[src/cpu_settings.svh]
/*
  widths and reset PC shared by the front end package and RTL.
  include wherever a macro below is needed.
*/
`ifndef CPU_SETTINGS_SVH
`define CPU_SETTINGS_SVH

// data and address width.
`define WORD_W 32

// register number width, 32 registers.
`define REG_W 5

// first fetch address after reset.
`define RESET_PC 32'h0000_0000

`endif

[src/cpu_types_pkg.sv]
/*
  types shared between fetch, the IF/ID register and decode.
  opcode and funct values follow the MIPS encoding.
*/
`include "cpu_settings.svh"

package cpu_types_pkg;

	typedef logic [`REG_W-1:0]  regbits_t;	// register number.
	typedef logic [`WORD_W-1:0] word_t;	// data or address word.

	typedef enum logic [5:0] {
		RTYPE = 6'h00, J     = 6'h02, JAL   = 6'h03, BEQ   = 6'h04,
		BNE   = 6'h05, ADDI  = 6'h08, ADDIU = 6'h09, SLTI  = 6'h0a,
		SLTIU = 6'h0b, ANDI  = 6'h0c, ORI   = 6'h0d, XORI  = 6'h0e,
		LUI   = 6'h0f, LW    = 6'h23, SW    = 6'h2b, HALT  = 6'h3f
	} opcode_t;

	typedef enum logic [5:0] {
		SLL  = 6'h00, SRL  = 6'h02, JR   = 6'h08, ADD  = 6'h20,
		ADDU = 6'h21, SUB  = 6'h22, SUBU = 6'h23, AND  = 6'h24,
		OR   = 6'h25, XOR  = 6'h26, NOR  = 6'h27, SLT  = 6'h2a,
		SLTU = 6'h2b
	} funct_t;

	typedef enum logic [3:0] {
		ALU_SLL, ALU_SRL, ALU_ADD, ALU_SUB,
		ALU_AND, ALU_OR,  ALU_XOR, ALU_NOR,
		ALU_SLT, ALU_SLTU, ALU_LUI	// lui passes imm32 through.
	} aluop_t;

	// contents of the IF/ID register, msb first.
	typedef struct packed {
		logic         valid;	// 0 for reset and bubbles.
		opcode_t      opcode;
		regbits_t     rs;
		regbits_t     rt;
		regbits_t     rd;
		logic [4:0]   shamt;
		funct_t       funct;
		logic [15:0]  imm16;
		logic [25:0]  jaddr26;
		word_t        pc_plus4;	// return address for jal.
	} if_id_t;

	// control word from decode.
	typedef struct packed {
		aluop_t alu_op;
		logic   reg_write;
		logic   mem_read;
		logic   mem_write;
		logic   alu_src_imm;	// operand b is imm32.
		logic   reg_dst_rd;	// write rd, else rt.
		logic   branch;
		logic   branch_ne;	// with branch, taken on not equal.
		logic   jump;
		logic   jump_reg;
		logic   link;	// write pc_plus4 to $31.
		logic   halt;
		logic   illegal;
	} ctrl_t;

endpackage

[src/pc_fetch.sv]
/*
  program counter and fetch control; drives the instruction memory address
  and the load and flush levels of the IF/ID register.
*/
`timescale 1ns/1ns
`include "cpu_settings.svh"

module pc_fetch
	import cpu_types_pkg::*;
(
	input  logic  CLK,
	input  logic  nRST,
	input  logic  ihit,
	input  logic  stall,
	input  logic  redirect,
	input  word_t redirect_pc,
	output word_t imem_addr,
	output word_t pc_plus4,
	output logic  advance,
	output logic  flush
);

	word_t pc;	// address of the word being fetched.

	assign imem_addr = pc;	// memory sees the pc directly.
	assign pc_plus4  = pc + `WORD_W'(4);	// next sequential word.

	// redirect wins over stall and over a hit.
	assign advance = ihit & ~stall & ~redirect;
	assign flush   = redirect;	// wrong-path word is dropped.

	always_ff @(posedge CLK, negedge nRST) begin
		if (!nRST) begin
			pc <= `RESET_PC;
		end else if (redirect) begin
			pc <= redirect_pc;	// branch or jump target from downstream.
		end else if (advance) begin
			pc <= pc_plus4;
		end
		// miss or stall holds the pc, the same word is fetched again.
	end

endmodule

[src/if_id_reg.sv]
/*
  IF/ID pipeline register; splits the fetched word into its fields.
  advance loads a new word, flush loads a bubble, otherwise it holds.
*/
`timescale 1ns/1ns

module if_id_reg
	import cpu_types_pkg::*;
(
	input  logic   CLK,
	input  logic   nRST,
	input  logic   advance,
	input  logic   flush,
	input  word_t  instruction,
	input  word_t  pc_plus4,
	output if_id_t if_id
);

	// canonical nop, add $0,$0,$0 with valid low.
	localparam if_id_t bubble = '{
		valid:  1'b0,
		opcode: RTYPE,
		funct:  ADD,
		default: '0
	};

	always_ff @(posedge CLK, negedge nRST) begin
		if (!nRST) begin
			if_id <= '0;	// valid low, decode outputs zero.
		end else if (flush) begin
			if_id <= bubble;
		end else if (advance) begin
			if_id <= '{
				valid:    1'b1,
				opcode:   opcode_t'(instruction[31:26]),
				rs:       instruction[25:21],
				rt:       instruction[20:16],
				rd:       instruction[15:11],
				shamt:    instruction[10:6],
				funct:    funct_t'(instruction[5:0]),
				imm16:    instruction[15:0],
				jaddr26:  instruction[25:0],
				pc_plus4: pc_plus4	// of the pc that fetched this word.
			};
		end
	end

endmodule

[src/control_decode.sv]
/*
  combinational decode of the IF/ID fields into the control word and the
  extended immediate; a bubble gives all zero outputs.
*/
`timescale 1ns/1ns

module control_decode
	import cpu_types_pkg::*;
(
	input  if_id_t if_id,
	output ctrl_t  ctrl,
	output word_t  imm32
);

	word_t imm_sext;	// sign extended imm16.
	word_t imm_zext;	// zero extended imm16.

	assign imm_sext = {{16{if_id.imm16[15]}}, if_id.imm16};
	assign imm_zext = {16'h0000, if_id.imm16};

	always_comb begin
		ctrl  = '0;
		imm32 = '0;
		if (if_id.valid) begin	// bubbles keep everything zero.
			case (if_id.opcode)
				RTYPE: begin
					ctrl.reg_dst_rd = 1'b1;
					ctrl.reg_write  = 1'b1;
					case (if_id.funct)
						SLL:  ctrl.alu_op = ALU_SLL;
						SRL:  ctrl.alu_op = ALU_SRL;
						ADD, ADDU: ctrl.alu_op = ALU_ADD;
						SUB, SUBU: ctrl.alu_op = ALU_SUB;
						AND:  ctrl.alu_op = ALU_AND;
						OR:   ctrl.alu_op = ALU_OR;
						XOR:  ctrl.alu_op = ALU_XOR;
						NOR:  ctrl.alu_op = ALU_NOR;
						SLT:  ctrl.alu_op = ALU_SLT;
						SLTU: ctrl.alu_op = ALU_SLTU;
						JR: begin
							ctrl            = '0;	// no write back.
							ctrl.jump_reg   = 1'b1;
						end
						default: begin
							ctrl         = '0;
							ctrl.illegal = 1'b1;	// unknown funct.
						end
					endcase
				end
				ADDI, ADDIU, SLTI, SLTIU: begin
					ctrl.alu_src_imm = 1'b1;
					ctrl.reg_write   = 1'b1;
					imm32            = imm_sext;
					if (if_id.opcode == SLTI)       ctrl.alu_op = ALU_SLT;
					else if (if_id.opcode == SLTIU) ctrl.alu_op = ALU_SLTU;
					else                            ctrl.alu_op = ALU_ADD;
				end
				ANDI, ORI, XORI: begin
					ctrl.alu_src_imm = 1'b1;
					ctrl.reg_write   = 1'b1;
					imm32            = imm_zext;	// logic ops do not sign extend.
					if (if_id.opcode == ANDI)     ctrl.alu_op = ALU_AND;
					else if (if_id.opcode == ORI) ctrl.alu_op = ALU_OR;
					else                          ctrl.alu_op = ALU_XOR;
				end
				LUI: begin
					ctrl.alu_src_imm = 1'b1;
					ctrl.reg_write   = 1'b1;
					ctrl.alu_op      = ALU_LUI;
					imm32            = {if_id.imm16, 16'h0000};
				end
				LW, SW: begin
					ctrl.alu_src_imm = 1'b1;	// base plus offset.
					ctrl.alu_op      = ALU_ADD;
					ctrl.mem_read    = (if_id.opcode == LW);
					ctrl.reg_write   = (if_id.opcode == LW);
					ctrl.mem_write   = (if_id.opcode == SW);
					imm32            = imm_sext;
				end
				BEQ, BNE: begin
					ctrl.branch    = 1'b1;
					ctrl.branch_ne = (if_id.opcode == BNE);
					ctrl.alu_op    = ALU_SUB;	// compare rs and rt.
					imm32          = imm_sext;	// word offset, shifted later.
				end
				J:    ctrl.jump = 1'b1;
				JAL: begin
					ctrl.jump      = 1'b1;
					ctrl.link      = 1'b1;
					ctrl.reg_write = 1'b1;
				end
				HALT: ctrl.halt = 1'b1;
				default: ctrl.illegal = 1'b1;	// opcode outside the table.
			endcase
		end
	end

endmodule

[src/front_end.sv]
/*
  front end top level: fetch, the IF/ID register and decode.
  instruction memory is external, addressed through imem_addr.
*/
`timescale 1ns/1ns

module front_end
	import cpu_types_pkg::*;
(
	input  logic   CLK,
	input  logic   nRST,
	input  word_t  instruction,
	input  logic   ihit,
	input  logic   stall,
	input  logic   redirect,
	input  word_t  redirect_pc,
	output word_t  imem_addr,
	output if_id_t id_fields,
	output ctrl_t  id_ctrl,
	output word_t  id_imm
);

	logic  advance;	// load IF/ID with the fetched word.
	logic  flush;	// load IF/ID with a bubble.
	word_t pc_plus4;

	pc_fetch fetch0 (
		.CLK        (CLK),
		.nRST       (nRST),
		.ihit       (ihit),
		.stall      (stall),
		.redirect   (redirect),
		.redirect_pc(redirect_pc),
		.imem_addr  (imem_addr),
		.pc_plus4   (pc_plus4),
		.advance    (advance),
		.flush      (flush)
	);

	if_id_reg if_id0 (
		.CLK        (CLK),
		.nRST       (nRST),
		.advance    (advance),
		.flush      (flush),
		.instruction(instruction),
		.pc_plus4   (pc_plus4),
		.if_id      (id_fields)
	);

	control_decode decode0 (
		.if_id(id_fields),
		.ctrl (id_ctrl),
		.imm32(id_imm)
	);

endmodule

[config.mk]
export PLATFORM = sky130hd
export DESIGN_NAME = front_end
export DESIGN_NICKNAME = d
export VERILOG_FILES = /design/src/cpu_types_pkg.sv /design/src/pc_fetch.sv /design/src/if_id_reg.sv /design/src/control_decode.sv /design/src/front_end.sv
export VERILOG_INCLUDE_DIRS = /design/src
export SDC_FILE = /design/constraint.sdc
export NUM_CORES = 1
export LEC_CHECK = 0
export BUFFER_PORTS_ARGS = -buffer_cell sky130_fd_sc_hd__buf_2
export CORE_UTILIZATION = 45
export CTS_CLUSTER_DIAMETER = 100
export DETAILED_ROUTE_END_ITERATION = 7
export GPL_TIMING_DRIVEN = 0
export PLACE_DENSITY = 0.74
export SYNTH_ARGS = -nofsm -noshare
export SYNTH_HDL_FRONTEND = slang
export SYNTH_SLANG_ARGS = --single-unit
[constraint.sdc]
create_clock -name CLK -period 2.2 [get_ports CLK]
set_input_delay 0.22 -clock CLK [delete_from_list [all_inputs] [get_ports CLK]]
set_output_delay 0.22 -clock CLK [all_outputs]
set_load 0.03 [all_outputs]
# Word level (Yosys, flattened, before mapping)
# Cells that the tools add are included.
# classes
addsub,1
eq_ne,27
n_mux,24
bitwise_logic,4
n_reduce_logical,15
# ops
cell,n
2-to-1 mux 107 bit,2
2-to-1 mux 32 bit,3
one-hot mux 32 bit (3 select lines),1
equality test 6 bit (second input constant),13
equality test 6 x 4 -> 1 bit (second input constant),9
one-hot mux 4 bit (9 select lines),1
adder 32 x 3 -> 32 bit (second input constant),1
one-hot mux 12 bit (2 select lines),1
one-hot mux 4 bit (6 select lines),1
equality test 6 x 2 -> 1 bit (second input constant),3
2-to-1 mux 16 bit,1
OR reduction 15 bit,1
equality test 6 x 3 -> 1 bit (second input constant),2
zero test 6 bit,2
OR reduction 12 bit,1
one-hot mux 1 bit (2 select lines),5
OR reduction 10 bit,1
OR reduction 2 bit,5
OR reduction 9 bit,1
2-to-1 mux 4 bit,2
one-hot mux 2 bit (2 select lines),2
OR reduction 8 bit,1
2-to-1 mux 2 bit,2
OR reduction 4 bit,1
other kinds (6),9
# word_totals
regBits,139
in_bits,69
wordCells,82

# Longest topological paths before layout
# Gate-level depths: netlist of run 1.
# logic_depth
ltp_word,5
ltp_mapped,7
mapped_depth_nobuf,5

# By module
# A second synthesis of run 1 with hierarchy kept.
# hier_totals
cells_unflattened,704
area_unflattened_um2,6293.5
# by_module_without_submodules
mod,instances,cells_per_inst,area_each_um2,seq_area_each_um2
if_id_reg,1,254,3017.9,1651.6
pc_fetch,1,288,2341.0,800.8
control_decode,1,162,934.6,0.0

# Least setup slack after synthesis of run 1
# No wires, ideal clock.
# synth_path
kind,reg2out
startpoint,"register, netlist name if_id0.if_id[101]"
endpoint,output id_imm[22]
arrival_time_ns,2.296
setup_slack_ns,-0.316
stages_incl_launch_ff,7
cell_sequence,dfrtp_1 -> buf_2 -> nand2_1 -> nor4_1 -> buf_2 -> nand2_1 -> a21oi_1
# synth_via
elab_chain_len,4
word_cells_on_any_way,16
cone_classes,eq/ne (12); mux (2); reduce/logical (2)
# synth_rtl
element,line,text
equality test 6 x 4 -> 1 bit (tied with other cells),control_decode.sv:25,case (if_id.opcode)
OR reduction 8 bit (no line) or OR reduction 3 bit (tied branches),--,
one-hot mux 32 bit (3 select lines) *,control_decode.sv:25,
2-to-1 mux 32 bit *,control_decode.sv:24,if (if_id.valid) begin
end: declaration,front_end.sv:20,output word_t id_imm
# Mark *: on every way between the ends. The rest lies on a longest branch, timed or not.

# Final worst setup path of run 1
# layout_path
startpoint,"register, netlist name if_id0.if_id[105]"
endpoint,output id_imm[29]
# layout_via
elab_chain_len,4
word_cells_on_any_way,16
cone_classes,eq/ne (12); mux (2); reduce/logical (2)
# layout_rtl
element,line
equality test 6 x 4 -> 1 bit (tied with other cells),control_decode.sv:25
OR reduction 8 bit (no line) or OR reduction 3 bit (tied branches),--
one-hot mux 32 bit (3 select lines) *,control_decode.sv:25
2-to-1 mux 32 bit *,control_decode.sv:24
# Marks and branches as above.

==> run summary, run 1 <==
Status = finished with violations
Failing checks = setup timing
Post-synth top area cell = dfrtp_1
Row cnt = 41
Sequential-to-total area share from yosys stat = 41.8%
Total wire length = 21200 µm
HPWL Detailed = 14700 µm
1st-pass router iterations = 7
Die area = 13500 µm²
Largest family of logic cells by synthesized area = simple AND/OR/NAND/NOR gates
Unique masters post-synth = 51
Critical Path AT = 2120 ps
Pre-CTS setup slack = -639 ps
Via count = 6614
FF-to-FF path depth = 6
Mapped Nets = 786
Mux cell area share after synthesis = 0.384%
Initial Utilization = 46.3%
Clk_skew = 7.75 ps
Chip width = 116 µm
Clock root cell = clkbuf_16
Startpoint types = flip-flop
Cells after Synth = 716
Initial antenna violation count = 0
Seq cells post-synth = 98
Worst setup path endpoint = id_imm[29]
Crit-path leading delay family = compound AO/OA/AOI/OAI gates
Number of synthesized flops with an enable pin = 0
Routability cong. = 0.936
Vias per inst = 5.56
Global Route Usage Sum = 30.8%
Total CTS buffers = 9
Critical-path cell list = buf_6 -> nand2b_4 -> a21o_1 -> a211o_4 -> clkbuf_16 -> a21oi_4 -> buf_6
Max FFs per register = 66
H-tree levels = 3
Synthesized area = 5860 µm²
R2r endpoint = fetch0.imem_addr[30]$_DFFE_PN0N_
Finished Core Util = 67.5%
TritonCTS clock tree = done
CP max stage delay = 440 ps
Max cap viols = 0
Post-synth top area share = 41.8%
Worst path slowest cell = dfrtp_2
Diodes inserted = 0
Power density cells = 564 nW/µm²
Synth Area in Compound Gates = 18.5%
Post-Synth Adder-Cell Area = 0.213%
Most common cell in the netlist = nand2_1
Largest cells by area after synthesis = dfrtp_1, nand2_1, a21oi_1, buf_4, o21ai_0
Min Hold Slack = 72.7 ps
CP endpoint kind = output pin
Crit path from = if_id0.if_id[105]$_DFFE_PN0N_
Post-DRT Antenna Nets = 0
Most frequent CP cell = buf_6
Data required, critical path = 1980 ps
Pins over their slew limit = 0
Final Cycle Share = 106%
Hold Path Origin = redirect_pc[8]
Layout area overhead = 45.9%
Fin nets = 1083
# DRC = 0
Critical Path Stages = 7
Simple-gate area share of the yosys netlist = 25.6%
Post-DR wirelength/cell = 17.8 µm
Post-Synth XOR/XNOR Area = 3.58%
Synthesized area per cell = 8.19 µm²
Reg2Reg Launch Point = fetch0.imem_addr[2]$_DFFE_PN0N_
Placed cell count = 1144
Most common flop cell mapped by yosys = dfrtp_1
Leak = 3.93 nW
Largest net degree at the start of global routing = 58
Final std cells w/o fill = 1190
Clock-pin transition on the worst setup and hold timing paths = 70 ps
Die H = 116 µm
Yosys warns = 0
Register-to-register setup slack = 90 ps
CP max FO = 7
HP Class = input pin to flip-flop
Worst ir drop on vdd = 0.454 mV
Worst setup slack after layout = -137 ps
CTS Sinks = 98
Iteration-0 DRC Markers = 617
Final setup viols = 33
First-pass GRT wire length = 31500 µm
Core Area = 12700 µm²
Crit Path Class = flip-flop to output pin
Final Hold Vio Count = 0
Clock Latency Late Sink = 350 ps
RSZ-0062 raised after global routing = yes
Worst-margin pin slew = 701 ps
Final Power = 4.83 mW
Max Freq = 428 MHz
CP bufs+invs = 3
Layout cell share with drive strength beyond 1 = 42.8%
Port Buffer Count = 255
I/O pin total = 256
Min Tclk post-route = 2340 ps
Asr flop ratio synth = 100%
Post-synth top cells = nand2_1, dfrtp_1, a21oi_1
Vias in the first global route = 5940
Grt total ovfl = 0
CTS Buffer Depth = 2
Slew headroom = 53.3%
-- power breakdown --
part	leakage [nW]	internal, mW	total [mW]	switching (mW)
registers	1.24	1.92	2.08	0.158
clock network	0.125	0.797	1.50	0.705
logic	2.57	0.425	1.24	0.818
-- area by class of cell --
type / instances / area [µm²]
Timing Repair Buffer: 291 / 1820
Sequential cell: 98 / 2460
Clock inverter: 4 / 27.5
Multi-Input combinational cell: 510 / 3150
Inverter: 12 / 45.0
Buffer: 91 / 592
Tap cell: 172 / 215
Clock buffer: 12 / 246
Fill cell: 1027 / 4110
-- per-layer routing --
metal	wire length (µm)	up-vias	global-route usage, %	share of wire (%)
met5	0	-	0	0
met4	434	0	10.0	2.0
met1	8720	3169	40.1	41
li1	-	3086	-	-
met2	10600	321	53.7	50
met3	1440	38	3.48	6.8
-- cells by family (layout without fill, tap and decap cells) --
group | Yosys count | after routing
XOR/XNOR | 24 | 24
AO/OA/AOI/OAI | 190 | 190
buffers and inverters | 108 | 410
AND/OR/NAND/NOR | 293 | 293
adder cells (fa/ha/maj) | 1 | 1
flip-flops | 98 | 98
multiplexers | 2 | 2
-- worst register-to-register path, delay by kind of cell (launching register included) --
kind	cells	cell delay (ps)
flops	1	430
simple gates	3	980
fa+ha+maj	1	250
compound gates	1	160
buf+inv	1	220
-- worst min-delay path by stage --
stage	to	slack, ps	cells after the start
4_1_cts	fetch0.imem_addr[8]$_DFFE_PN0N_	70	3
3_3_place_gp	fetch0.imem_addr[5]$_DFFE_PN0N_	430	3
6_report	fetch0.imem_addr[8]$_DFFE_PN0N_	70	3
2_1_floorplan	fetch0.imem_addr[0]$_DFFE_PN0P_	-80	0
5_1_grt	fetch0.imem_addr[13]$_DFFE_PN0N_	100	2
3_5_place_dp	fetch0.imem_addr[18]$_DFFE_PN0N_	250	1
-- per-stage QoR --
stage	setup TNS, ps	instance area [µm²]
global route	-4190	8560
floorplan	-501	6010
CTS	-1850	8220
global placement	-26380	7500
detailed placement	-9860	7530
finish	-2410	8560
-- repair_timing --
action                                 in CTS  in global routing
resized for setup                          86                 58
setup endpoints to repair                  51                 54
pin swaps                                   7                 10
cloned                                      1                  1
endpoints found under the hold margin      41                  0
hold buffers                                1                  0
buffers inserted                           15                 17
-- cell usage in the layout, fill, tap and decap left out, types with 3 or more instances in the layout --
cell	count
a211oi_1	9
clkbuf_16	12
nor4_2	4
buf_1	4
nand3_1	14
buf_6	36
a21oi_2	4
xor2_1	6
a21oi_4	10
inv_1	9
nand4_1	14
and4_1	13
o21a_1	3
nor3_1	12
dfrtp_2	9
buf_2	226
dfrtp_1	89
and2_2	10
and2_1	11
a21oi_1	53
clkinvlp_4	3
o21ai_0	58
inv_2	3
a31oi_1	27
o31ai_1	4
nand2_1	111
nor2_1	33
nand2_2	4
or4_1	5
clkbuf_1	29
buf_4	78
nand2b_1	4
nor4_1	8
or3_1	23
xnor2_1	17
nand4b_1	3
No activity file was read; power rests on OpenSTA's default activity.
==> inputs of run 2 (changes only) <==
--- a/config.mk
+++ b/config.mk
@@ -6,12 +6,13 @@
 export SDC_FILE = /design/constraint.sdc
 export NUM_CORES = 1
 export LEC_CHECK = 0
+export ABC_AREA = 1
 export BUFFER_PORTS_ARGS = -buffer_cell sky130_fd_sc_hd__buf_2
 export CORE_UTILIZATION = 45
 export CTS_CLUSTER_DIAMETER = 100
 export DETAILED_ROUTE_END_ITERATION = 7
 export GPL_TIMING_DRIVEN = 0
-export PLACE_DENSITY = 0.74
+export PLACE_DENSITY = 0.75
 export SYNTH_ARGS = -nofsm -noshare
 export SYNTH_HDL_FRONTEND = slang
 export SYNTH_SLANG_ARGS = --single-unit
==> run 2 against run 1 <==
Net effect: the run now ends clean; non-clock buffer count is 50 lower; core utilization is 6.1 points lower; die area is 0.92% lower; via count is 7.3% lower; final cell count is 4.9% higher; highest routed layer unchanged; largest cell class unchanged.
==> run summary, run 2 <==
Status = finished, final reports clean
CP bufs+invs = 2
Switching share of total power = 38.3%
Number of synthesized flops with an enable pin = 0
Power density cells = 716 nW/µm²
Fin nets = 1140
Min Tclk post-route = 2130 ps
Max Freq = 469 MHz
Vias in the first global route = 5524
Crit Path Class = flip-flop to output pin
Total wire length = 17600 µm
HP Class = input pin to flip-flop
Critical-path cell list = nor2_4 -> nand4_4 -> nand3_4 -> nand2_4 -> buf_12 -> a21oi_2 -> clkbuf_4
Worst-margin pin slew = 654 ps
Layout area overhead = 33.5%
Layout cell share with drive strength beyond 1 = 36.3%
Port Buffer Count = 254
Post-synth top area share = 42.2%
Final setup viols = 0
Core Area = 12600 µm²
Synthesized area per cell = 7.31 µm²
Final Cycle Share = 97.0%
Min Hold Slack = 72.7 ps
Post-synth top cells = nand2_1, dfrtp_1, inv_1
TritonCTS clock tree = done
Asr flop ratio synth = 100%
CTS Buffer Depth = 2
Pins over their slew limit = 0
Pre-CTS setup slack = 279 ps
First-pass GRT wire length = 27400 µm
Leak = 4.37 nW
CP endpoint kind = output pin
Critical Path AT = 1910 ps
Post-DR wirelength/cell = 14.1 µm
RSZ-0062 raised after global routing = yes
Most common cell in the netlist = nand2_1
Most frequent cells in the layout = nand2_1, buf_2, dfrtp_1, inv_1, nor2_1
Grt total ovfl = 0
HPWL Detailed = 13600 µm
Chip width = 116 µm
Mapped Nets = 865
Pint = 3.42 mW
Unique masters post-synth = 36
Initial Utilization = 46.0%
CTS Sinks = 98
Initial antenna violation count = 1
Most common flop cell mapped by yosys = dfrtp_1
Largest net degree at the start of global routing = 65
Sequential-to-total area share from yosys stat = 42.2%
Final Power = 5.55 mW
Row cnt = 41
Max cap viols = 0
Commonest non-fill, non-tap cell in the layout = nand2_1
Die H = 116 µm
CP max stage delay = 460 ps
Sequential share of power = 40.1%
Die area = 13400 µm²
Worst setup slack after layout = 65.9 ps
Worst path slowest cell = dfrtp_2
Global Route Usage Sum = 26.8%
I/O pin total = 256
Synthesized area = 5810 µm²
Clock root cell = clkbuf_16
Max FFs per register = 66
Data required, critical path = 1980 ps
H-tree levels = 3
Routability cong. = 0.913
Proportion of power drawn by the clock network = 27.2%
1st-pass router iterations = 5
Clk_skew = 7.97 ps
Post-synth top area cell = dfrtp_1
Iteration-0 DRC Markers = 416
Post-DRT Antenna Nets = 0
Startpoint types = flip-flop
# DRC = 0
Sw Pwr = 2.13 mW
Vias per inst = 4.91
Seq cells post-synth = 98
Slew headroom = 56.4%
Yosys warns = 0
Cells after Synth = 795
Clock Latency Late Sink = 350 ps
Via count = 6128
Crit-path leading delay family = simple AND/OR/NAND/NOR gates
Largest cells by area after synthesis = dfrtp_1, nand2_1, nand3_1, buf_4, inv_1
Total CTS buffers = 9
Setup_tns = 0 ps
CP max FO = 10
Clock-pin transition on the worst setup and hold timing paths = 60 ps
Worst ir drop on vdd = 0.514 mV
Combinational share of power = 32.7%
Final Hold Vio Count = 0
## run 2: cell count changes after synthesis, sizes merged, moves of 18 or more
cell | previous run | this run
nand3 | 14 | 69
clkbuf | 39 | 13
a31oi | 28 | 1
a21oi | 67 | 26
or3 | 24 | 0
nand2 | 116 | 263
inv | 12 | 85
and2 | 22 | 0
nor2 | 36 | 93
xnor2 | 18 | 0
## run 2: final cells by class
type / count / area (µm²)
fill: 1200 / 4860
multi-input combinational: 543 / 2590
sequential: 98 / 2460
timing repair buffer: 264 / 1410
buffer: 68 / 463
inverter: 86 / 328
clock buffer: 15 / 278
tap: 172 / 215
clock inverter: 1 / 7.51
antenna: 1 / 2.50
## run 2: final timing paths
path	depth (start not counted)	end	start	slack, ps
worst max-delay path	7	id_imm[22]	if_id0.if_id[105]$_DFFE_PN0N_	70
worst min-delay path	3	fetch0.imem_addr[1]$_DFFE_PN0P_	redirect_pc[1]	70
worst max register to register	8	fetch0.imem_addr[28]$_DFFE_PN0N_	fetch0.imem_addr[2]$_DFFE_PN0N_	430
worst min register to register	2	if_id0.if_id[27]$_DFFE_PN0N_	if_id0.if_id[27]$_DFFE_PN0N_	480
max in group asynchronous	3	if_id0.if_id[35]$_DFFE_PN0N_	nRST	1110
min in group asynchronous	2	fetch0.imem_addr[6]$_DFFE_PN0N_	nRST	390
## run 2: routing by layer
layer	vias to the layer above	GRT usage (%)	wire length, µm	share of wire [%]
li1	3035	-	-	-
met1	2789	32.6	7350	42
met2	268	47.0	8680	49
met3	36	4.29	1150	6.5
met4	0	11.8	454	2.6
met5	-	0	0	0
## run 2: power groups by stage
stage	Sequential [mW]	Combinational [mW]	Clock, mW
5_1_grt	2.26	1.97	1.61
4_1_cts	2.22	1.80	1.55
6_report	2.23	1.81	1.51
3_3_place_gp	2.25	1.76	0
3_5_place_dp	2.25	1.79	0
2_1_floorplan	2.61	0.831	0
## run 2: what timing repair did
item,in CTS,in global routing
hold buffers,1,0
hold endpoints to repair,34,0
buffers inserted,3,5
gates resized for setup,4,30
pin swaps,2,4
endpoints found under the setup margin,21,34
## run 2: kinds of logic after synthesis
kind of cell | count (synthesis) | share of synthesized area, %
compound gates | 98 | 10.6
simple gates | 444 | 33.5
flops | 98 | 42.2
fa+ha+maj | 1 | 0.215
buf+inv | 154 | 13.4
## run 2: worst reg2reg max path, delay by kind of cell (launching register included)
kind,cells,cell delay (ps)
simple gates,7,980
flops,1,430
fa+ha+maj,1,250
## run 2: per-stage QoR
step | utilization, % | instances | cell area (µm²)
2_1_floorplan | - | 795 | 5810
3_3_place_gp | 57.8 | 1221 | 7300
3_5_place_dp | 58.1 | 1222 | 7330
4_1_cts | 60.7 | 1242 | 7650
5_1_grt | 61.5 | 1248 | 7750
6_report | 61.5 | 1248 | 7750
